`config.mk`:
```
export PLATFORM = sky130hd
export DESIGN_NAME = muldiv_unit
export DESIGN_NICKNAME = d
export VERILOG_FILES = /design/src/verilog/core_config_pkg.sv /design/src/verilog/muldiv_pkg.sv /design/src/verilog/booth.sv /design/src/verilog/muldiv_unit.sv /design/src/verilog/srt.sv
export SDC_FILE = /design/constraint.sdc
export NUM_CORES = 1
export LEC_CHECK = 0
export ABC_AREA = 0
export BUFFER_PORTS_ARGS = -buffer_cell sky130_fd_sc_hd__clkbuf_2
export CORE_MARGIN = 2
export CORE_UTILIZATION = 45
export CTS_CLUSTER_DIAMETER = 50
export DETAILED_ROUTE_END_ITERATION = 7
export GPL_TIMING_DRIVEN = 0
export SETUP_SLACK_MARGIN = 0.2
export SLEW_MARGIN = 10
export SYNTH_ARGS = -nofsm -noshare
export SYNTH_HDL_FRONTEND = slang
export SYNTH_SLANG_ARGS = --single-unit
export TNS_END_PERCENT = 1
```
`constraint.sdc`:
```
create_clock -name clk -period 4.2 [get_ports clk]
set_clock_uncertainty 0.05 [all_clocks]
set_input_delay 0.84 -clock clk [delete_from_list [all_inputs] [get_ports clk]]
set_output_delay 0.84 -clock clk [all_outputs]
set_load 0.005 [all_outputs]
```
`src/verilog/core_config_pkg.sv`:
```
package core_config_pkg;

    // Integer register width
    localparam int XLEN = 32;

endpackage

```
`src/verilog/muldiv_pkg.sv`:
```
package muldiv_pkg;

    // funct3 encodings of the M extension
    typedef enum logic [2:0] {
        MUL    = 3'd0,
        MULH   = 3'd1,
        MULHSU = 3'd2,
        MULHU  = 3'd3,
        DIV    = 3'd4,
        DIVU   = 3'd5,
        REM    = 3'd6,
        REMU   = 3'd7
    } muldiv_op_t;

    localparam int ITER_COUNT_W   = 6;    // Engine step counters
    localparam int ENGINE_LATENCY = 33;   // Start edge to engine valid

endpackage

```
`src/verilog/booth.sv`:
```
`timescale 1ns/1ps

module booth (
    input  logic                               clk,
    input  logic                               rst_n,
    input  logic                               start,
    input  logic                               multiplicand_signed,
    input  logic                               multiplier_signed,
    input  logic [core_config_pkg::XLEN-1:0]   multiplicand,
    input  logic [core_config_pkg::XLEN-1:0]   multiplier,
    output logic                               valid,
    output logic [2*core_config_pkg::XLEN-1:0] product
);

    import core_config_pkg::*;
    import muldiv_pkg::*;

    typedef enum logic [1:0] {
        IDLE   = 2'b00,
        RUN    = 2'b01,
        FINISH = 2'b10
    } state_t;

    state_t                  state;
    state_t                  state_nxt;
    logic [ITER_COUNT_W-1:0] count;
    logic [ITER_COUNT_W-1:0] count_nxt;
    logic                    valid_nxt;

    logic [XLEN:0]           mcand;          // Extended multiplicand
    logic [2*XLEN+3:0]       acc;            // {A, Q, q-1}
    logic [XLEN+1:0]         acc_hi;
    logic [XLEN+1:0]         mcand_wide;
    logic [XLEN+1:0]         acc_sum;
    logic [2*XLEN+3:0]       acc_step;

    assign acc_hi     = acc[2*XLEN+3:XLEN+2];
    assign mcand_wide = {mcand[XLEN], mcand};

    // Radix-2 recoding on Q[0] and q-1
    always_comb begin
        case (acc[1:0])
            2'b01:   acc_sum = acc_hi + mcand_wide;
            2'b10:   acc_sum = acc_hi - mcand_wide;
            default: acc_sum = acc_hi;
        endcase
        acc_step = $signed({acc_sum, acc[XLEN+1:0]}) >>> 1;
    end

    always_ff @(posedge clk or negedge rst_n) begin
        if (!rst_n) begin
            state <= IDLE;
            count <= '0;
            valid <= 1'b0;
        end else begin
            state <= state_nxt;
            count <= count_nxt;
            valid <= valid_nxt;
        end
    end

    always_comb begin
        state_nxt = state;
        count_nxt = count;
        valid_nxt = 1'b0;

        case (state)
            IDLE: begin
                count_nxt = '0;
                if (start) begin
                    state_nxt = RUN;
                end
            end
            RUN: begin
                count_nxt = count + 1'b1;
                if (count == ITER_COUNT_W'(ENGINE_LATENCY - 2)) begin
                    state_nxt = FINISH;
                end
            end
            FINISH: begin
                valid_nxt = 1'b1;
                state_nxt = IDLE;
            end
            default: state_nxt = IDLE;
        endcase
    end

    always_ff @(posedge clk) begin
        if (state == IDLE && start) begin
            mcand <= {multiplicand_signed & multiplicand[XLEN-1], multiplicand};
            acc   <= {{(XLEN+2){1'b0}}, multiplier_signed & multiplier[XLEN-1], multiplier, 1'b0};
        end else if (state == RUN) begin
            acc <= acc_step;
        end
        // Last step covers the extension bit of the multiplier
        if (state == FINISH) begin
            product <= acc_step[2*XLEN:1];
        end
    end

endmodule

```
`src/verilog/muldiv_unit.sv`:
```
`timescale 1ns/1ps

module muldiv_unit (
    input  logic                             clk,
    input  logic                             rst_n,
    input  logic                             start,
    input  muldiv_pkg::muldiv_op_t           op,
    input  logic [core_config_pkg::XLEN-1:0] rs1,
    input  logic [core_config_pkg::XLEN-1:0] rs2,
    output logic                             valid,
    output logic                             busy,
    output logic [core_config_pkg::XLEN-1:0] result,
    output logic                             div_by_zero
);

    import core_config_pkg::*;
    import muldiv_pkg::*;

    muldiv_op_t        op_q;
    logic              accept;
    logic              is_div;
    logic              div_start;
    logic              mul_start;
    logic              div_signed;
    logic              mcand_signed;
    logic              mplier_signed;
    logic              div_valid;
    logic              mul_valid;
    logic              div_zero;
    logic [XLEN-1:0]   quotient;
    logic [XLEN-1:0]   remainder;
    logic [2*XLEN-1:0] product;
    logic [XLEN-1:0]   result_sel;

    assign accept    = start && !busy;
    assign is_div    = op[2];                   // DIV, DIVU, REM, REMU
    assign div_start = accept && is_div;
    assign mul_start = accept && !is_div;

    assign div_signed    = (op == DIV) || (op == REM);
    assign mcand_signed  = (op != MULHU);
    assign mplier_signed = (op == MUL) || (op == MULH);

    srt u_div (
        .clk             (clk),
        .rst_n           (rst_n),
        .start           (div_start),
        .dividend_signed (div_signed),
        .divisor_signed  (div_signed),
        .dividend        (rs1),
        .divisor         (rs2),
        .valid           (div_valid),
        .quotient        (quotient),
        .remainder       (remainder),
        .div_by_zero     (div_zero)
    );

    booth u_mul (
        .clk                 (clk),
        .rst_n               (rst_n),
        .start               (mul_start),
        .multiplicand_signed (mcand_signed),
        .multiplier_signed   (mplier_signed),
        .multiplicand        (rs1),
        .multiplier          (rs2),
        .valid               (mul_valid),
        .product             (product)
    );

    always_comb begin
        case (op_q)
            MUL:                 result_sel = product[XLEN-1:0];
            MULH, MULHSU, MULHU: result_sel = product[2*XLEN-1:XLEN];
            DIV, DIVU:           result_sel = quotient;
            default:             result_sel = remainder;
        endcase
    end

    always_ff @(posedge clk or negedge rst_n) begin
        if (!rst_n) begin
            op_q        <= MUL;
            busy        <= 1'b0;
            valid       <= 1'b0;
            result      <= '0;
            div_by_zero <= 1'b0;
        end else begin
            valid <= 1'b0;
            if (accept) begin
                op_q <= op;
                busy <= 1'b1;
            end
            if (div_valid || mul_valid) begin     // Only one engine runs at a time
                result      <= result_sel;
                div_by_zero <= div_valid && div_zero;
                valid       <= 1'b1;
                busy        <= 1'b0;
            end
        end
    end

endmodule

```
`src/verilog/srt.sv`:
```
`timescale 1ns/1ps

module srt (
    input  logic                             clk,
    input  logic                             rst_n,
    input  logic                             start,
    input  logic                             dividend_signed,
    input  logic                             divisor_signed,
    input  logic [core_config_pkg::XLEN-1:0] dividend,
    input  logic [core_config_pkg::XLEN-1:0] divisor,
    output logic                             valid,
    output logic [core_config_pkg::XLEN-1:0] quotient,
    output logic [core_config_pkg::XLEN-1:0] remainder,
    output logic                             div_by_zero
);

    import core_config_pkg::*;
    import muldiv_pkg::*;

    typedef enum logic [1:0] {
        IDLE     = 2'b00,
        DIVIDE   = 2'b01,
        SIGN_FIX = 2'b10,
        ERR      = 2'b11
    } state_t;

    state_t                  state;
    state_t                  state_nxt;
    logic [2*XLEN:0]         aq;                 // Partial remainder : quotient
    logic [2*XLEN:0]         aq_nxt;
    logic [XLEN-1:0]         dvsr;               // Divisor magnitude
    logic [XLEN-1:0]         dvsr_nxt;
    logic [ITER_COUNT_W-1:0] count;
    logic [ITER_COUNT_W-1:0] count_nxt;
    logic                    valid_nxt;
    logic                    dbz_nxt;
    logic                    dividend_neg;
    logic                    dividend_neg_nxt;
    logic                    divisor_neg;
    logic                    divisor_neg_nxt;

    logic                    dividend_neg_in;
    logic                    divisor_neg_in;
    logic [XLEN-1:0]         dividend_mag;
    logic [XLEN-1:0]         divisor_mag;
    logic [2*XLEN:0]         aq_shift;
    logic [XLEN:0]           diff;
    logic                    neg_q;
    logic                    neg_r;
    logic [XLEN-1:0]         q_fixed;
    logic [XLEN-1:0]         r_fixed;

    assign dividend_neg_in = dividend_signed && dividend[XLEN-1];
    assign divisor_neg_in  = divisor_signed && divisor[XLEN-1];
    assign dividend_mag    = dividend_neg_in ? -dividend : dividend;
    assign divisor_mag     = divisor_neg_in ? -divisor : divisor;

    // Trial subtraction of the shifted partial remainder
    assign aq_shift = aq << 1;
    assign diff     = aq_shift[2*XLEN:XLEN] - {1'b0, dvsr};

    // Quotient sign follows the operand signs, remainder follows the dividend
    assign neg_q   = (dividend_neg ^ divisor_neg) && (aq[XLEN-1:0] != '0);
    assign neg_r   = dividend_neg && (aq[2*XLEN-1:XLEN] != '0);
    assign q_fixed = neg_q ? -aq[XLEN-1:0] : aq[XLEN-1:0];
    assign r_fixed = neg_r ? -aq[2*XLEN-1:XLEN] : aq[2*XLEN-1:XLEN];

    always_ff @(posedge clk or negedge rst_n) begin
        if (!rst_n) begin
            state        <= IDLE;
            count        <= '0;
            valid        <= 1'b0;
            div_by_zero  <= 1'b0;
            dividend_neg <= 1'b0;
            divisor_neg  <= 1'b0;
        end else begin
            state        <= state_nxt;
            count        <= count_nxt;
            valid        <= valid_nxt;
            div_by_zero  <= dbz_nxt;
            dividend_neg <= dividend_neg_nxt;
            divisor_neg  <= divisor_neg_nxt;
        end
    end

    always_ff @(posedge clk) begin
        aq   <= aq_nxt;
        dvsr <= dvsr_nxt;
    end

    always_comb begin
        state_nxt        = state;
        aq_nxt           = aq;
        dvsr_nxt         = dvsr;
        count_nxt        = count;
        valid_nxt        = 1'b0;
        dbz_nxt          = div_by_zero;
        dividend_neg_nxt = dividend_neg;
        divisor_neg_nxt  = divisor_neg;

        case (state)
            IDLE: begin
                count_nxt = '0;
                if (start) begin
                    dividend_neg_nxt = dividend_neg_in;
                    divisor_neg_nxt  = divisor_neg_in;
                    if (divisor == '0) begin
                        dbz_nxt   = 1'b1;
                        aq_nxt    = {1'b0, dividend, {XLEN{1'b1}}};  // Remainder keeps the dividend
                        state_nxt = ERR;
                    end else begin
                        dbz_nxt   = 1'b0;
                        aq_nxt    = {{(XLEN+1){1'b0}}, dividend_mag};
                        dvsr_nxt  = divisor_mag;
                        state_nxt = DIVIDE;
                    end
                end
            end

            DIVIDE: begin
                if (diff[XLEN]) begin
                    aq_nxt = aq_shift;                              // Restore, quotient bit 0
                end else begin
                    aq_nxt = {diff, aq_shift[XLEN-1:1], 1'b1};
                end
                count_nxt = count + 1'b1;
                if (count == ITER_COUNT_W'(XLEN - 1)) begin
                    state_nxt = SIGN_FIX;
                end
            end

            SIGN_FIX: begin
                aq_nxt    = {1'b0, r_fixed, q_fixed};
                valid_nxt = 1'b1;
                state_nxt = IDLE;
            end

            ERR: begin
                count_nxt = count + 1'b1;
                if (count != '0) begin                          // Second ERR cycle
                    valid_nxt = 1'b1;
                    state_nxt = IDLE;
                end
            end
        endcase
    end

    assign quotient  = aq[XLEN-1:0];
    assign remainder = aq[2*XLEN-1:XLEN];

endmodule
```
# ---- Word level (Yosys, flattened, before mapping)
# Cells that the tools add are included.
dict set report op_classes {
  muxes 29
  n_bitwise 4
  eq_ne 25
  add_sub_neg 9
  n_reduce_logical 36
}
# cell count
set op_table {}
lappend op_table {{2-to-1 mux 64 bit} 3}
lappend op_table {{case mux 64 bit (3 select lines)} 1}
lappend op_table {{2-to-1 mux 32 bit} 4}
lappend op_table {{negator 32 bit} 4}
lappend op_table {{case mux 32 bit (3 select lines)} 1}
lappend op_table {{2-to-1 mux 34 bit} 2}
lappend op_table {{case mux 34 bit (2 select lines)} 1}
lappend op_table {{nonzero test 32 bit} 2}
lappend op_table {{adder 33 x 33 -> 34 bit} 1}
lappend op_table {{subtractor 33 x 33 -> 34 bit} 1}
lappend op_table {{subtractor 33 x 32 -> 33 bit} 1}
lappend op_table {{zero test 32 bit} 1}
lappend op_table {{case mux 6 bit (2 select lines)} 2}
lappend op_table {{adder 6 x 1 -> 6 bit, second input constant} 2}
lappend op_table {{equality test 3 bit, second input constant} 4}
lappend op_table {{equality test 6 x 5 -> 1 bit, second input constant} 2}
lappend op_table {{2-to-1 mux 2 bit} 6}
lappend op_table {{!= test 2 x 1 -> 1 bit, second input constant} 6}
lappend op_table {{AND reduction 3 bit} 4}
lappend op_table {{logical AND 1 bit} 9}
lappend op_table {{equality test 2 bit, second input constant} 4}
lappend op_table {{case mux 2 bit (4 select lines)} 1}
lappend op_table {{nonzero test 2 bit} 4}
lappend op_table {{equality test 2 x 1 -> 1 bit, second input constant} 3}
lappend op_table {{19 further kinds} 34}
dict set report word_totals {
  in_bits 70
  output_inout_bits 35
  reg_bits 319
  word_cells 124
}

# ---- Depth between registers and ports, before layout
# Gate-level depths: netlist of run 1.
dict set report depth {
  depth_word 7
  depth_mapped 19
  ltp_nobuf 19
}

# ---- By module
# From an unflattened synthesis of run 1, not the netlist that was laid out.
dict set report unflattened {
  cells_unflattened 2086
  hier_area_um2 20434.6
}
# mod seq_area_each_um2 area_each_um2 n_inst cells_each
set modules_own_cells {}
lappend modules_own_cells {srt 3183.1 9360.2 1 1045}
lappend modules_own_cells {booth 4809.6 8724.6 1 769}
lappend modules_own_cells {muldiv_unit 950.9 2349.8 1 272}

# ---- Least setup slack after synthesis of run 1
# No wires, ideal clock.
dict set report synth_timing {
  kind {register to register}
  from {reg u_div.aq[0]}
  to {reg u_div.aq[0], enable pin}
  path_buffers 0
  arrival_time_ns 4.046
  stages_incl_launch_ff 10
  setup_time_ns 0.474
  synth_period_minus_slack_ns 4.570
  slack_ns -0.370
  required_time_ns 3.676
  cell_sequence {edfxtp_1 inv_1 ha_1 nand3b_1 nand2b_1 nand2b_2 or4_4 nor3b_4 a31o_1 a221oi_1}
}
dict set report synth_via {
  elab_chain_len 4
}
# element line_no
set synth_rtl {}
lappend synth_rtl {{start, declared} srt.sv:29} ;# logic [2*XLEN:0] aq;
lappend synth_rtl {{start signal, assigned} srt.sv:87} ;# aq <= aq_nxt;
lappend synth_rtl {{nonzero test 32 bit} srt.sv:63} ;# assign neg_q = (dividend_neg ^ divisor_neg) && (aq[XLEN-1:0] != '0);
lappend synth_rtl {{logical AND 1 bit} srt.sv:63}
lappend synth_rtl {{!= test 2 x 1 -> 1 bit (no source line)} -}
lappend synth_rtl {{AND reduction 3 bit (no source line)} -}
# No other way between the ends.
# A chain may end at the register's enable or synchronous reset.

# ---- Worst setup path in the final report of run 1
dict set report layout_timing {
  from {reg u_mul.mcand[0]}
  to {reg u_mul.product[63] in the netlist's numbering (data pin)}
}
dict set report layout_via {
  elab_chain_len 2
  word_cells_on_any_way 3
  classes_between {add/sub (2); mux (1)}
}
# element line_no
set layout_rtl {}
lappend layout_rtl {{start, declared} booth.sv:30} ;# logic [XLEN:0] mcand;
lappend layout_rtl {{start signal, assigned} booth.sv:90} ;# mcand <= {multiplicand_signed & multiplicand[XLEN-1], multiplicand};
lappend layout_rtl {{subtractor 33 x 33 -> 34 bit / adder 33 x 33 -> 34 bit (equally long branches)} {booth.sv:44, booth.sv:43}}
lappend layout_rtl {{case mux 34 bit (2 select lines) *} booth.sv:42} ;# case (acc[1:0])
lappend layout_rtl {{net u_mul.acc_sum[31]} booth.sv:34} ;# logic [XLEN+1:0] acc_sum;
lappend layout_rtl {{end signal, assigned} booth.sv:97} ;# product <= acc_step[2*XLEN:1];
lappend layout_rtl {{end, declared} booth.sv:12} ;# output logic [2*core_config_pkg::XLEN-1:0] product
# The timed path passes the listed nets; every way through them passes the cells marked *.

==> run_summary.xml, run 1 <==
<?xml version="1.0" encoding="UTF-8"?>
<metrics>
  <group name="run_status">
    <metric name="outcome" unit="">completed</metric>
  </group>
  <group name="critical_path">
    <metric name="setup.worst_path.start_class" unit="">register</metric>
    <metric name="crit_fanout" unit="">5</metric>
    <metric name="cp_data_required_time" unit="ns">4.47</metric>
    <metric name="path_class" unit="">register to register</metric>
    <metric name="critical_path_sink_type" unit="">register</metric>
    <metric name="timing.reg2reg.setup_slack" unit="ns">0.09</metric>
    <metric name="critical_path_arrival" unit="ns">4.39</metric>
  </group>
  <group name="timing">
    <metric name="max_freq" unit="MHz">243</metric>
    <metric name="max_slew_margin" unit="%">27.7</metric>
    <metric name="hold_slack" unit="ns">0.0790</metric>
    <metric name="period_share" unit="%">97.9</metric>
    <metric name="finalMaxSlewViolations" unit="">0</metric>
    <metric name="timing.final.hold_violations" unit="">0</metric>
    <metric name="timing.final.crit_period" unit="ns">4.11</metric>
    <metric name="timing_worst_slew_pin_value" unit="ns">1.08</metric>
    <metric name="setup_violations" unit="">0</metric>
    <metric name="grt_setup_unrepaired" unit="">true</metric>
    <metric name="fin_ws" unit="ns">0.0868</metric>
    <metric name="fin_setup_tns" unit="ns">0</metric>
  </group>
  <group name="detailed_routing">
    <metric name="drt-vias-per-instance" unit="">6.18</metric>
    <metric name="detailroute.via_count" unit="">17800</metric>
    <metric name="drtIter0Drc" unit="">2043</metric>
    <metric name="drt_first_pass_iters" unit="">5</metric>
    <metric name="drc" unit="">0</metric>
    <metric name="route.antenna.remaining_nets" unit="">0</metric>
    <metric name="wl_per_cell" unit="microns">24.8</metric>
    <metric name="postRouteWirelength" unit="mm">71.5</metric>
  </group>
  <group name="clock_tree">
    <metric name="clock-sinks" unit="">319</metric>
    <metric name="cts_htree_levels" unit="">2</metric>
    <metric name="clock_latency" unit="ns">0.57</metric>
    <metric name="clkSlewWorstSetupHoldPaths" unit="ns">0.06</metric>
    <metric name="cts-root-buf" unit="">sky130_fd_sc_hd__clkbuf_16</metric>
    <metric name="cts_tree" unit="">yes</metric>
    <metric name="cts-buffers-inserted" unit="">41</metric>
    <metric name="clk_path_buf_depth" unit="">3</metric>
  </group>
  <group name="synthesis">
    <metric name="synthTopCellsByArea" unit="">sky130_fd_sc_hd__edfxtp_1, sky130_fd_sc_hd__dfrtp_1, sky130_fd_sc_hd__xnor2_1</metric>
    <metric name="synthesis.yosys.warnings" unit="">0</metric>
    <metric name="syn_area" unit="sq um">20200</metric>
    <metric name="syn-instance-count" unit="">2072</metric>
    <metric name="yosys_most_used_dff" unit="">sky130_fd_sc_hd__edfxtp_1</metric>
    <metric name="number_of_synthesized_flops_with_an_enable_pin" unit="">226</metric>
    <metric name="synth.distinct_cells" unit="">87</metric>
    <metric name="syn_nets" unit="">2223</metric>
    <metric name="synth.yosys.seq_area_share" unit="%">44.3</metric>
    <metric name="synth-seq-cells" unit="">319</metric>
    <metric name="yosys.area.top_type" unit="">sky130_fd_sc_hd__edfxtp_1</metric>
    <metric name="syn_avg_cell_area" unit="sq um">9.75</metric>
    <metric name="ys_async_sr_fraction" unit="%">18.5</metric>
    <metric name="synthDominantCellAreaShare" unit="%">33.6</metric>
  </group>
  <group name="floorplan">
    <metric name="ioPinCount" unit="">105</metric>
    <metric name="floorplan.initialDensity" unit="%">45.7</metric>
    <metric name="fp.coreArea" unit="sq um">44200</metric>
    <metric name="fp-row-count" unit="">77</metric>
    <metric name="die_w" unit="microns">216</metric>
    <metric name="dieArea" unit="sq um">46600</metric>
    <metric name="dieHeight" unit="microns">216</metric>
  </group>
  <group name="job">
    <metric name="cap_viol_max_count" unit="">0</metric>
  </group>
  <group name="place">
    <metric name="hpwl" unit="mm">55.4</metric>
    <metric name="port-buffer-count" unit="">104</metric>
    <metric name="place.gp.congestion" unit="">0.986</metric>
    <metric name="placed_cells_incl_taps" unit="">2777</metric>
    <metric name="worst_slack_placed" unit="ns">-0.667</metric>
  </group>
  <group name="layout">
    <metric name="ff_latch_area" unit="sq um">8940</metric>
    <metric name="fin_nets" unit="">2404</metric>
    <metric name="drive_above_1_share" unit="%">14.1</metric>
    <metric name="mostFrequentLayoutCell" unit="">sky130_fd_sc_hd__edfxtp_1</metric>
    <metric name="layout_common_cells" unit="">sky130_fd_sc_hd__edfxtp_1, sky130_fd_sc_hd__a21oi_1, sky130_fd_sc_hd__nand2_1</metric>
    <metric name="multi_input_comb_area" unit="sq um">11000</metric>
    <metric name="flow.area_growth_from_synthesis" unit="%">17.3</metric>
    <metric name="fill_cells" unit="">3948</metric>
    <metric name="final_cells" unit="">2876</metric>
  </group>
  <group name="grt">
    <metric name="antenna_found_initial" unit="">4</metric>
    <metric name="vias_in_the_first_global_route" unit="">16500</metric>
    <metric name="grt-ovfl-total" unit="">0</metric>
    <metric name="largest_net_degree_at_the_start_of_global_routing" unit="">52</metric>
    <metric name="grt_first_pass_wirelength" unit="mm">105</metric>
    <metric name="grtUsageTotal" unit="%">30.3</metric>
  </group>
  <group name="power_and_ir_drop">
    <metric name="power.density" unit="nW/um^2">901</metric>
    <metric name="total_power" unit="W">0.0214</metric>
    <metric name="ir_drop" unit="V">0.000423</metric>
    <metric name="leakage" unit="nW">9.04</metric>
  </group>
  <group name="worst_hold_path">
    <metric name="holdCritPathClass" unit="">primary input to asynchronous set/reset pin</metric>
  </group>
</metrics>
[cell usage after synthesis, types with 13 or more instances]
cell                       instances
sky130_fd_sc_hd__edfxtp_1        226
sky130_fd_sc_hd__a21oi_1         200
sky130_fd_sc_hd__nand2_1         176
sky130_fd_sc_hd__nor2_1          142
sky130_fd_sc_hd__xnor2_1         125
sky130_fd_sc_hd__o21ai_0          87
sky130_fd_sc_hd__clkbuf_1         86
sky130_fd_sc_hd__inv_1            85
sky130_fd_sc_hd__ha_1             79
sky130_fd_sc_hd__mux2i_1          70
sky130_fd_sc_hd__xor2_1           66
sky130_fd_sc_hd__dfrtp_1          59
sky130_fd_sc_hd__nor3_1           49
sky130_fd_sc_hd__o21ai_1          45
sky130_fd_sc_hd__a22o_1           43
sky130_fd_sc_hd__a22oi_1          37
sky130_fd_sc_hd__a221oi_1         35
sky130_fd_sc_hd__dfxtp_1          34
sky130_fd_sc_hd__nand3_1          34
sky130_fd_sc_hd__a32oi_1          29
sky130_fd_sc_hd__a21o_1           25
sky130_fd_sc_hd__nor2b_1          25
sky130_fd_sc_hd__a31oi_1          22
sky130_fd_sc_hd__nand2b_1         21
sky130_fd_sc_hd__o31ai_1          20
sky130_fd_sc_hd__and3_1           19
sky130_fd_sc_hd__nor4_1           17
sky130_fd_sc_hd__o21a_1           15
sky130_fd_sc_hd__or3_1            15
sky130_fd_sc_hd__nand3b_1         13
[through the flow]
step           util (%)  cell area (sq um)
2_1_floorplan         -              20200
4_1_cts            53.0              23400
3_5_place_dp       49.1              21700
6_report           53.6              23700
3_3_place_gp       48.5              21500
5_1_grt            53.6              23700
[state kept, by name (all words and copies together), names as in the netlist, 3 cells and up]
name,count
op_q,3
result,32
u_div.aq,64
u_div.count,6
u_div.dvsr,32
u_mul.acc,67
u_mul.count,6
u_mul.mcand,33
u_mul.product,64
[cell type report]
| class | instances | share of cell area, % |
|---|---|---|
| diodes | 1 | 0.0106 |
| plain buffers | 104 | 1.96 |
| clock buffers | 50 | 4.74 |
| clock inverters | 23 | 0.982 |
| inverters | 86 | 1.37 |
| multi-input cells | 1563 | 46.2 |
| flip-flops and latches | 319 | 37.7 |
| well taps | 592 | 3.13 |
| repair buffers | 138 | 3.83 |
[cells by family (layout without fill, tap and decap cells)]
family,count (synthesis),after routing,share of synthesized area (%)
other cells,0,1,0
simple gates,587,587,14.7
xor+xnor,191,191,8.28
compound gates,625,625,20.0
flops,319,319,44.3
fa+ha+maj,81,81,5.09
buf+inv,190,401,3.66
mux,79,79,3.97
[timing repair]
item	4_1_cts	5_1_grt
hold buffers	0	0
setup buffers	16	9
gates resized for setup	58	56
pin swaps	26	35
setup endpoints to repair	56	61
[path summary, 6_finish.rpt]
kind | start | endpoint | cells after the start
max | u_mul.mcand[0] | u_mul.product[63] | 20
min | rst_n | u_mul.state[1] | 1
max reg2reg | u_mul.mcand[0] | u_mul.product[63] | 20
min reg2reg | u_mul.acc[9] | u_mul.product[7] | 0
max in group asynchronous | rst_n | op_q[0] | 2
min in group clk | u_mul.acc[9] | u_mul.product[7] | 0
[where the power goes]
| group | total (W) | internal [W] | leakage (nW) | switching, W |
|---|---|---|---|---|
| Combinational | 0.0117 | 0.00458 | 5.24 | 0.00715 |
| Clock | 0.00353 | 0.00210 | 0.654 | 0.00142 |
| Sequential | 0.00610 | 0.00490 | 3.14 | 0.00120 |
| Total | 0.0214 | 0.0116 | 9.04 | 0.00977 |
[critical path, stage by stage (launching register included)]
cell and delay, ns:
sky130_fd_sc_hd__edfxtp_1 0.43, sky130_fd_sc_hd__inv_1 0.09, sky130_fd_sc_hd__ha_2 0.18, sky130_fd_sc_hd__nor2b_4 0.19, sky130_fd_sc_hd__nand3_4 0.13, sky130_fd_sc_hd__nor4_4 0.35, sky130_fd_sc_hd__and2_4 0.25, sky130_fd_sc_hd__a21oi_2 0.07
sky130_fd_sc_hd__xnor2_2 0.22, sky130_fd_sc_hd__ha_4 0.24, sky130_fd_sc_hd__a21o_1 0.17, sky130_fd_sc_hd__a21o_1 0.18, sky130_fd_sc_hd__a21oi_2 0.18, sky130_fd_sc_hd__nor2_1 0.08, sky130_fd_sc_hd__a311oi_2 0.33, sky130_fd_sc_hd__o31ai_4 0.17
sky130_fd_sc_hd__a31oi_4 0.23, sky130_fd_sc_hd__buf_6 0.12, sky130_fd_sc_hd__xnor2_1 0.05, sky130_fd_sc_hd__nand2b_1 0.09, sky130_fd_sc_hd__nand2_1 0.06
[metal layers]
metal / track usage (%) / routed length [microns] / vias to the layer above
met3: 5.19 / 6800 / 150
met5: 0 / 0 / -
met2: 44.7 / 30400 / 874
met1: 43.8 / 31200 / 8641
met4: 12.6 / 3150 / 0
li1: - / - / 8118
Power figures use the tool's default switching activity.
==> inputs of run 2 (changes only) <==
==> constraint.sdc (replaced) <==
create_clock -name clk -period 4.2 [get_ports clk]
set_clock_uncertainty 0.05 [all_clocks]
set_input_delay 1.05 -clock clk [delete_from_list [all_inputs] [get_ports clk]]
set_output_delay 1.05 -clock clk [all_outputs]
set_load 0.005 [all_outputs]
==> run 2 against run 1 <==
Compared with the run above:
- cell area about the same
- sequential share of layout area about the same
- register-to-register slack is essentially flat
- sequential cell count is the same
- die area stayed put
- fmax about the same
- via count hardly changed
- non-clock buffer count unchanged
- count of clock-buffer cells in the layout unchanged
- critical path type unchanged
- largest power group unchanged
==> run_summary.xml, run 2 (synthesized netlist as in run 1, its figures left out) <==
<?xml version="1.0" encoding="UTF-8"?>
<metrics>
  <group name="timing">
    <metric name="max_slew_margin" unit="%">28.0</metric>
    <metric name="fin_setup_tns" unit="ns">0</metric>
    <metric name="hold_slack" unit="ns">0.289</metric>
    <metric name="timing_worst_slew_pin_value" unit="ns">1.08</metric>
    <metric name="grt_setup_unrepaired" unit="">true</metric>
    <metric name="setup_violations" unit="">0</metric>
    <metric name="finalMaxSlewViolations" unit="">0</metric>
    <metric name="timing.final.crit_period" unit="ns">4.11</metric>
    <metric name="timing.final.hold_violations" unit="">0</metric>
    <metric name="max_freq" unit="MHz">243</metric>
    <metric name="period_share" unit="%">97.9</metric>
  </group>
  <group name="grt">
    <metric name="grt-ovfl-total" unit="">0</metric>
    <metric name="grt_first_pass_wirelength" unit="mm">105</metric>
    <metric name="vias_in_the_first_global_route" unit="">16500</metric>
    <metric name="antenna_found_initial" unit="">4</metric>
    <metric name="largest_net_degree_at_the_start_of_global_routing" unit="">52</metric>
    <metric name="grtUsageTotal" unit="%">30.3</metric>
  </group>
  <group name="run_status">
    <metric name="outcome" unit="">completed</metric>
  </group>
  <group name="clock_tree">
    <metric name="clock_latency" unit="ns">0.57</metric>
    <metric name="cts_tree" unit="">yes</metric>
    <metric name="clock-sinks" unit="">319</metric>
    <metric name="cts-root-buf" unit="">sky130_fd_sc_hd__clkbuf_16</metric>
    <metric name="clk_path_buf_depth" unit="">3</metric>
    <metric name="clkSlewWorstSetupHoldPaths" unit="ns">0.06</metric>
    <metric name="cts-buffers-inserted" unit="">41</metric>
    <metric name="cts_htree_levels" unit="">2</metric>
  </group>
  <group name="detailed_routing">
    <metric name="highest-signal-layer" unit="">met4</metric>
    <metric name="route.antenna.remaining_nets" unit="">0</metric>
    <metric name="met2_length" unit="mm">30.4</metric>
    <metric name="drc" unit="">0</metric>
    <metric name="drt_first_pass_iters" unit="">6</metric>
    <metric name="detailroute.via_count" unit="">17800</metric>
    <metric name="met3WireLength" unit="mm">6.61</metric>
    <metric name="routedLengthMet1" unit="mm">31.4</metric>
    <metric name="wl_per_cell" unit="microns">24.9</metric>
    <metric name="drtIter0Drc" unit="">2047</metric>
    <metric name="postRouteWirelength" unit="mm">71.5</metric>
    <metric name="drt-vias-per-instance" unit="">6.18</metric>
  </group>
  <group name="floorplan">
    <metric name="floorplan.initialDensity" unit="%">45.7</metric>
    <metric name="fp.coreArea" unit="sq um">44200</metric>
    <metric name="die_w" unit="microns">216</metric>
    <metric name="ioPinCount" unit="">105</metric>
    <metric name="fp-row-count" unit="">77</metric>
    <metric name="dieHeight" unit="microns">216</metric>
    <metric name="dieArea" unit="sq um">46600</metric>
  </group>
  <group name="place">
    <metric name="port-buffer-count" unit="">104</metric>
    <metric name="place.gp.congestion" unit="">0.986</metric>
    <metric name="placed_cells_incl_taps" unit="">2777</metric>
    <metric name="hpwl" unit="mm">55.4</metric>
  </group>
  <group name="layout">
    <metric name="fill_cells" unit="">3947</metric>
    <metric name="largest_register_ffs" unit="">67</metric>
    <metric name="flow.area_growth_from_synthesis" unit="%">17.4</metric>
    <metric name="multi_input_comb_area" unit="sq um">11000</metric>
    <metric name="layout_common_cells" unit="">sky130_fd_sc_hd__edfxtp_1, sky130_fd_sc_hd__a21oi_1, sky130_fd_sc_hd__nand2_1</metric>
    <metric name="largest_register" unit="">u_mul.acc</metric>
    <metric name="mostFrequentLayoutCell" unit="">sky130_fd_sc_hd__edfxtp_1</metric>
    <metric name="fin_nets" unit="">2404</metric>
    <metric name="drive_above_1_share" unit="%">14.1</metric>
    <metric name="ff_latch_area" unit="sq um">8940</metric>
    <metric name="biggestRegsByFlops" unit="">u_mul.acc (67), u_div.aq (64), u_mul.product (64)</metric>
    <metric name="final_cells" unit="">2876</metric>
    <metric name="finish.utilization" unit="%">53.6</metric>
  </group>
  <group name="power_and_ir_drop">
    <metric name="power.density" unit="nW/um^2">901</metric>
    <metric name="total_power" unit="W">0.0214</metric>
    <metric name="ir_drop" unit="V">0.000423</metric>
    <metric name="leakage" unit="nW">9.04</metric>
  </group>
  <group name="worst_hold_path">
    <metric name="holdCritPathClass" unit="">primary input to asynchronous set/reset pin</metric>
  </group>
  <group name="job">
    <metric name="cap_viol_max_count" unit="">0</metric>
  </group>
  <group name="critical_path">
    <metric name="cp_data_required_time" unit="ns">4.47</metric>
    <metric name="crit_fanout" unit="">5</metric>
    <metric name="rr_endpoint" unit="">u_mul.product[63]</metric>
    <metric name="critical_path_sink_type" unit="">register</metric>
    <metric name="timing.reg2reg.setup_slack" unit="ns">0.09</metric>
    <metric name="critical_path_arrival" unit="ns">4.39</metric>
    <metric name="setup.worst_path.start_class" unit="">register</metric>
    <metric name="worstReg2RegStart" unit="">u_mul.mcand[0]</metric>
    <metric name="path_class" unit="">register to register</metric>
    <metric name="reg2regPathDepth" unit="">20</metric>
  </group>
</metrics>
-- run 2: cell counts in the layout (fill, tap and decap cells not counted) --
No cell type changed its count.
-- run 2: metal layers --
| metal | vias up | track usage (%) |
|---|---|---|
| li1 | 8110 | - |
| met1 | 8611 | 43.8 |
| met2 | 886 | 44.7 |
| met3 | 161 | 5.19 |
| met4 | 0 | 12.6 |
| met5 | - | 0 |
-- run 2: worst max path at each step --
stage	start	to	slack [ns]	cells after the start
5_1_grt	u_mul.mcand[1]	u_mul.product[63]	-0.08	20
3_5_place_dp	u_mul.mcand[0]	u_mul.acc[66]	-0.67	18
6_report	u_mul.mcand[0]	u_mul.product[63]	0.09	20
4_1_cts	u_mul.mcand[10]	u_mul.product[62]	0.13	16
3_3_place_gp	start	u_div.aq[36]	-2.21	4
2_1_floorplan	start	u_div.aq[32]	-0.36	3
-- run 2: critical path, cell delays in order (launching register included) --
cell and delay [ns]:
sky130_fd_sc_hd__edfxtp_1 0.43, sky130_fd_sc_hd__inv_1 0.09, sky130_fd_sc_hd__ha_2 0.18, sky130_fd_sc_hd__nor2b_4 0.19
sky130_fd_sc_hd__nand3_4 0.13, sky130_fd_sc_hd__nor4_4 0.34, sky130_fd_sc_hd__and2_4 0.25, sky130_fd_sc_hd__a21oi_2 0.07
sky130_fd_sc_hd__xnor2_2 0.22, sky130_fd_sc_hd__ha_4 0.24, sky130_fd_sc_hd__a21o_1 0.17, sky130_fd_sc_hd__a21o_1 0.18
sky130_fd_sc_hd__a21oi_2 0.18, sky130_fd_sc_hd__nor2_1 0.08, sky130_fd_sc_hd__a311oi_2 0.33, sky130_fd_sc_hd__o31ai_4 0.17
sky130_fd_sc_hd__a31oi_4 0.23, sky130_fd_sc_hd__buf_6 0.12, sky130_fd_sc_hd__xnor2_1 0.05, sky130_fd_sc_hd__nand2b_1 0.09
sky130_fd_sc_hd__nand2_1 0.06
-- run 2: power by group --
group / internal [W] / switching [W] / leakage (nW)
combinational: 0.00458 / 0.00715 / 5.25
clock: 0.00210 / 0.00142 / 0.654
sequential: 0.00490 / 0.00120 / 3.14
total: 0.0116 / 0.00977 / 9.04
-- run 2: cell type report --
cell class	count	area share (%)
Timing Repair Buffer	138	3.83
Tap cell	592	3.12
Multi-Input combinational cell	1563	46.3
Sequential cell	319	37.7
Clock buffer	50	4.73
Antenna cell	1	0.0106
Buffer	104	1.96
Inverter	86	1.37
Clock inverter	23	0.982
-- run 2: per-stage QoR --
step	cell area [sq um]	setup WS (ns)
finish	23700	0.0869
global route	23700	-0.0802
CTS	23400	0.127
detailed placement	21700	-0.667
global placement	21500	-2.21
floorplan	20200	-0.355
-- run 2: what timing repair did --
action | in CTS | in global routing
resized for setup | 58 | 57
endpoints found under the setup margin | 56 | 95
hold buffers | 0 | 0
buffers inserted | 16 | 9
pin swaps | 26 | 35
==> inputs of run 3 (changes only) <==
Settings changed: RECOVER_POWER set to 25.
==> run 3 against run 2 <==
Compared with the run above:
- the flow now finishes with violations (capacitance limit, slew limit)
- first-iteration DRC count up 0.24%
- critical path type unchanged
- sequential share of layout area grew 0.12 points
- largest power group unchanged
- critical path depth did not move
==> run_summary.xml, run 3 (synthesized netlist as in run 1, its figures left out) <==
<?xml version="1.0" encoding="UTF-8"?>
<metrics>
  <group name="floorplan">
    <metric name="floorplan.initialDensity" unit="%">45.7</metric>
    <metric name="dieArea" unit="sq um">46600</metric>
    <metric name="dieHeight" unit="microns">216</metric>
    <metric name="fp.coreArea" unit="sq um">44200</metric>
    <metric name="die_w" unit="microns">216</metric>
    <metric name="fp-row-count" unit="">77</metric>
    <metric name="ioPinCount" unit="">105</metric>
  </group>
  <group name="timing">
    <metric name="timing.final.hold_violations" unit="">0</metric>
    <metric name="setup_violations" unit="">0</metric>
    <metric name="grt_setup_unrepaired" unit="">true</metric>
    <metric name="finalMaxSlewViolations" unit="">72</metric>
    <metric name="max_slew_margin" unit="%">-81.9</metric>
    <metric name="timing.final.crit_period" unit="ns">4.10</metric>
    <metric name="max_freq" unit="MHz">244</metric>
    <metric name="period_share" unit="%">97.7</metric>
    <metric name="timing_worst_slew_pin_value" unit="ns">2.73</metric>
  </group>
  <group name="job">
    <metric name="cap_viol_max_count" unit="">2</metric>
  </group>
  <group name="clock_tree">
    <metric name="clkSlewWorstSetupHoldPaths" unit="ns">0.06</metric>
    <metric name="clock_latency" unit="ns">0.57</metric>
    <metric name="clk_path_buf_depth" unit="">3</metric>
    <metric name="cts_htree_levels" unit="">2</metric>
    <metric name="cts_hold_repair.buffers" unit="">0</metric>
    <metric name="cts_tree" unit="">yes</metric>
    <metric name="cts-root-buf" unit="">sky130_fd_sc_hd__clkbuf_16</metric>
    <metric name="cts-buffers-inserted" unit="">41</metric>
    <metric name="clock-sinks" unit="">319</metric>
  </group>
  <group name="place">
    <metric name="port-buffer-count" unit="">104</metric>
    <metric name="hpwl" unit="mm">55.4</metric>
    <metric name="dpl-instance-area" unit="sq um">21700</metric>
    <metric name="place.gp.congestion" unit="">0.986</metric>
  </group>
  <group name="critical_path">
    <metric name="cp.depth" unit="">20</metric>
    <metric name="setup.worst_path.start_class" unit="">register</metric>
    <metric name="path_buf_inv" unit="">2</metric>
    <metric name="path_class" unit="">register to register</metric>
    <metric name="rr_endpoint" unit="">u_mul.product[63]</metric>
    <metric name="critical-path-slowest-cell" unit="">sky130_fd_sc_hd__edfxtp_1</metric>
    <metric name="worstSetupEndpoint" unit="">u_mul.product[63]</metric>
    <metric name="slowest_delay" unit="ns">0.43</metric>
    <metric name="critical_path_arrival" unit="ns">4.37</metric>
    <metric name="worst_path_dominant_cell_family" unit="">compound AO/OA/AOI/OAI gates</metric>
    <metric name="cp_data_required_time" unit="ns">4.47</metric>
    <metric name="critical_path_sink_type" unit="">register</metric>
    <metric name="worstReg2RegStart" unit="">u_mul.mcand[0]</metric>
    <metric name="chain_of_cells_forming_the_critical_path" unit="">inv_1 -&gt; ha_2 -&gt; nor2b_4 -&gt; nand3_4 -&gt; nor4_4 -&gt; and2_4 -&gt; a21oi_2 -&gt; xnor2_2 -&gt; ha_4 -&gt; a21o_1 -&gt; a21o_1 -&gt; a21oi_2 -&gt; nor2_1 -&gt; a311oi_2 -&gt; o31ai_4 -&gt; a31oi_4 -&gt; buf_6 -&gt; xnor2_1 -&gt; nand2b_1 -&gt; nand2_1</metric>
    <metric name="reg2regPathDepth" unit="">20</metric>
    <metric name="timing.reg2reg.setup_slack" unit="ns">0.1</metric>
    <metric name="startpoint" unit="">u_mul.mcand[0]</metric>
    <metric name="crit_fanout" unit="">5</metric>
  </group>
  <group name="layout">
    <metric name="mostFrequentLayoutCell" unit="">sky130_fd_sc_hd__edfxtp_1</metric>
    <metric name="finish.utilization" unit="%">53.4</metric>
    <metric name="layout_common_cells" unit="">sky130_fd_sc_hd__edfxtp_1, sky130_fd_sc_hd__a21oi_1, sky130_fd_sc_hd__nand2_1</metric>
    <metric name="final_area" unit="sq um">23600</metric>
    <metric name="fin_nets" unit="">2404</metric>
    <metric name="biggestRegsByFlops" unit="">u_mul.acc (67), u_div.aq (64), u_mul.product (64)</metric>
    <metric name="drive_above_1_share" unit="%">12.5</metric>
    <metric name="largest_register_ffs" unit="">67</metric>
    <metric name="largest_register" unit="">u_mul.acc</metric>
    <metric name="flow.area_growth_from_synthesis" unit="%">17.0</metric>
  </group>
  <group name="worst_hold_path">
    <metric name="holdCritPathClass" unit="">primary input to asynchronous set/reset pin</metric>
  </group>
  <group name="detailed_routing">
    <metric name="drt-vias-per-instance" unit="">6.20</metric>
    <metric name="drtIter0Drc" unit="">2052</metric>
    <metric name="drt_first_pass_iters" unit="">6</metric>
    <metric name="detailroute.via_count" unit="">17800</metric>
    <metric name="route.antenna.remaining_nets" unit="">0</metric>
    <metric name="drc" unit="">0</metric>
    <metric name="wl_per_cell" unit="microns">24.8</metric>
    <metric name="postRouteWirelength" unit="mm">71.4</metric>
  </group>
  <group name="grt">
    <metric name="grt-ovfl-total" unit="">0</metric>
    <metric name="antenna_found_initial" unit="">4</metric>
    <metric name="grt_first_pass_wirelength" unit="mm">105</metric>
    <metric name="grtUsageTotal" unit="%">30.3</metric>
    <metric name="vias_in_the_first_global_route" unit="">16500</metric>
    <metric name="largest_net_degree_at_the_start_of_global_routing" unit="">52</metric>
  </group>
  <group name="power_and_ir_drop">
    <metric name="leakage" unit="nW">8.93</metric>
    <metric name="ir_drop" unit="V">0.000423</metric>
    <metric name="total_power" unit="W">0.0213</metric>
    <metric name="power.density" unit="nW/um^2">903</metric>
  </group>
  <group name="run_status">
    <metric name="failed_checks" unit="">capacitance limit, slew limit</metric>
    <metric name="outcome" unit="">complete, but fails checks</metric>
  </group>
</metrics>
==> run 3: changes by cell type in the layout (fill, tap and decap cells not counted) <==
cell / delta
sky130_fd_sc_hd__clkbuf_4: -1
sky130_fd_sc_hd__buf_16: -1
sky130_fd_sc_hd__clkbuf_2: -34
sky130_fd_sc_hd__nor2b_1: +1
sky130_fd_sc_hd__nor2b_4: -1
sky130_fd_sc_hd__buf_1: -1
sky130_fd_sc_hd__diode_2: +1
sky130_fd_sc_hd__clkbuf_1: +37
==> run 3: area by class of cell <==
type	count	area (sq um)
plain buffers	104	464
diodes	2	5.00
clock buffers	50	1120
clock inverters	23	233
multi-input cells	1563	11000
flip-flops and latches	319	8940
fillers	3972	20600
repair buffers	138	838
well taps	592	741
inverters	86	325
==> run 3: what timing repair did <==
item                                   CTS  global route
buffers inserted                        16             9
endpoints found under the hold margin    0             0
setup endpoints to repair               56            95
pin swaps                               26            35
gates resized for setup                 58            57
==> run 3: metal layers <==
layer | track usage, % | wire length [microns] | vias up
met2 | 44.7 | 30200 | 879
met1 | 43.8 | 31000 | 8676
met5 | 0 | 0 | -
met4 | 12.6 | 3240 | 0
met3 | 5.19 | 6910 | 155
li1 | - | - | 8116
==> run 3: where the power goes <==
group          total (W)  switching, W  leakage [nW]  internal [W]
Clock            0.00353       0.00142         0.654       0.00210
Sequential       0.00610       0.00120          3.14       0.00490
Combinational     0.0117       0.00713          5.13       0.00457
==> run 3: how the worst min path moves through the flow <==
| stage | start | to | slack [ns] |
|---|---|---|---|
| floorplan | u_mul.acc[2] | u_mul.product[0] | 0.38 |
| global placement | u_mul.acc[5] | u_mul.product[3] | 0.38 |
| detailed placement | u_mul.acc[9] | u_mul.product[7] | 0.39 |
| CTS | rst_n | u_mul.state[1] | 0.28 |
| global route | u_mul.acc[11] | u_mul.product[9] | 0.41 |
| finish | rst_n | u_mul.state[1] | 0.37 |
==> run 3: through the flow <==
step / setup TNS [ns] / setup WS (ns) / std cells / hold WS, ns
after detailed placement: -20.16 / -0.667 / 2777 / 0.386
after global routing: -0.289 / -0.0802 / 2875 / 0.413
final: 0 / 0.0984 / 2877 / 0.369
after global placement: -304.11 / -2.21 / 2768 / 0.381
after CTS: 0 / 0.127 / 2866 / 0.277
after floorplan: -11.37 / -0.355 / 2072 / 0.376
==> run 3: worst reg2reg max path, stage by stage, from the launching register on <==
cell and delay (ns):
sky130_fd_sc_hd__edfxtp_1 0.43, sky130_fd_sc_hd__inv_1 0.09, sky130_fd_sc_hd__ha_2 0.18, sky130_fd_sc_hd__nor2b_4 0.19, sky130_fd_sc_hd__nand3_4 0.13, sky130_fd_sc_hd__nor4_4 0.35
sky130_fd_sc_hd__and2_4 0.25, sky130_fd_sc_hd__a21oi_2 0.07, sky130_fd_sc_hd__xnor2_2 0.22, sky130_fd_sc_hd__ha_4 0.25, sky130_fd_sc_hd__a21o_1 0.17, sky130_fd_sc_hd__a21o_1 0.18
sky130_fd_sc_hd__a21oi_2 0.18, sky130_fd_sc_hd__nor2_1 0.08, sky130_fd_sc_hd__a311oi_2 0.33, sky130_fd_sc_hd__o31ai_4 0.17, sky130_fd_sc_hd__a31oi_4 0.23, sky130_fd_sc_hd__buf_6 0.12
sky130_fd_sc_hd__xnor2_1 0.05, sky130_fd_sc_hd__nand2b_1 0.09, sky130_fd_sc_hd__nand2_1 0.06
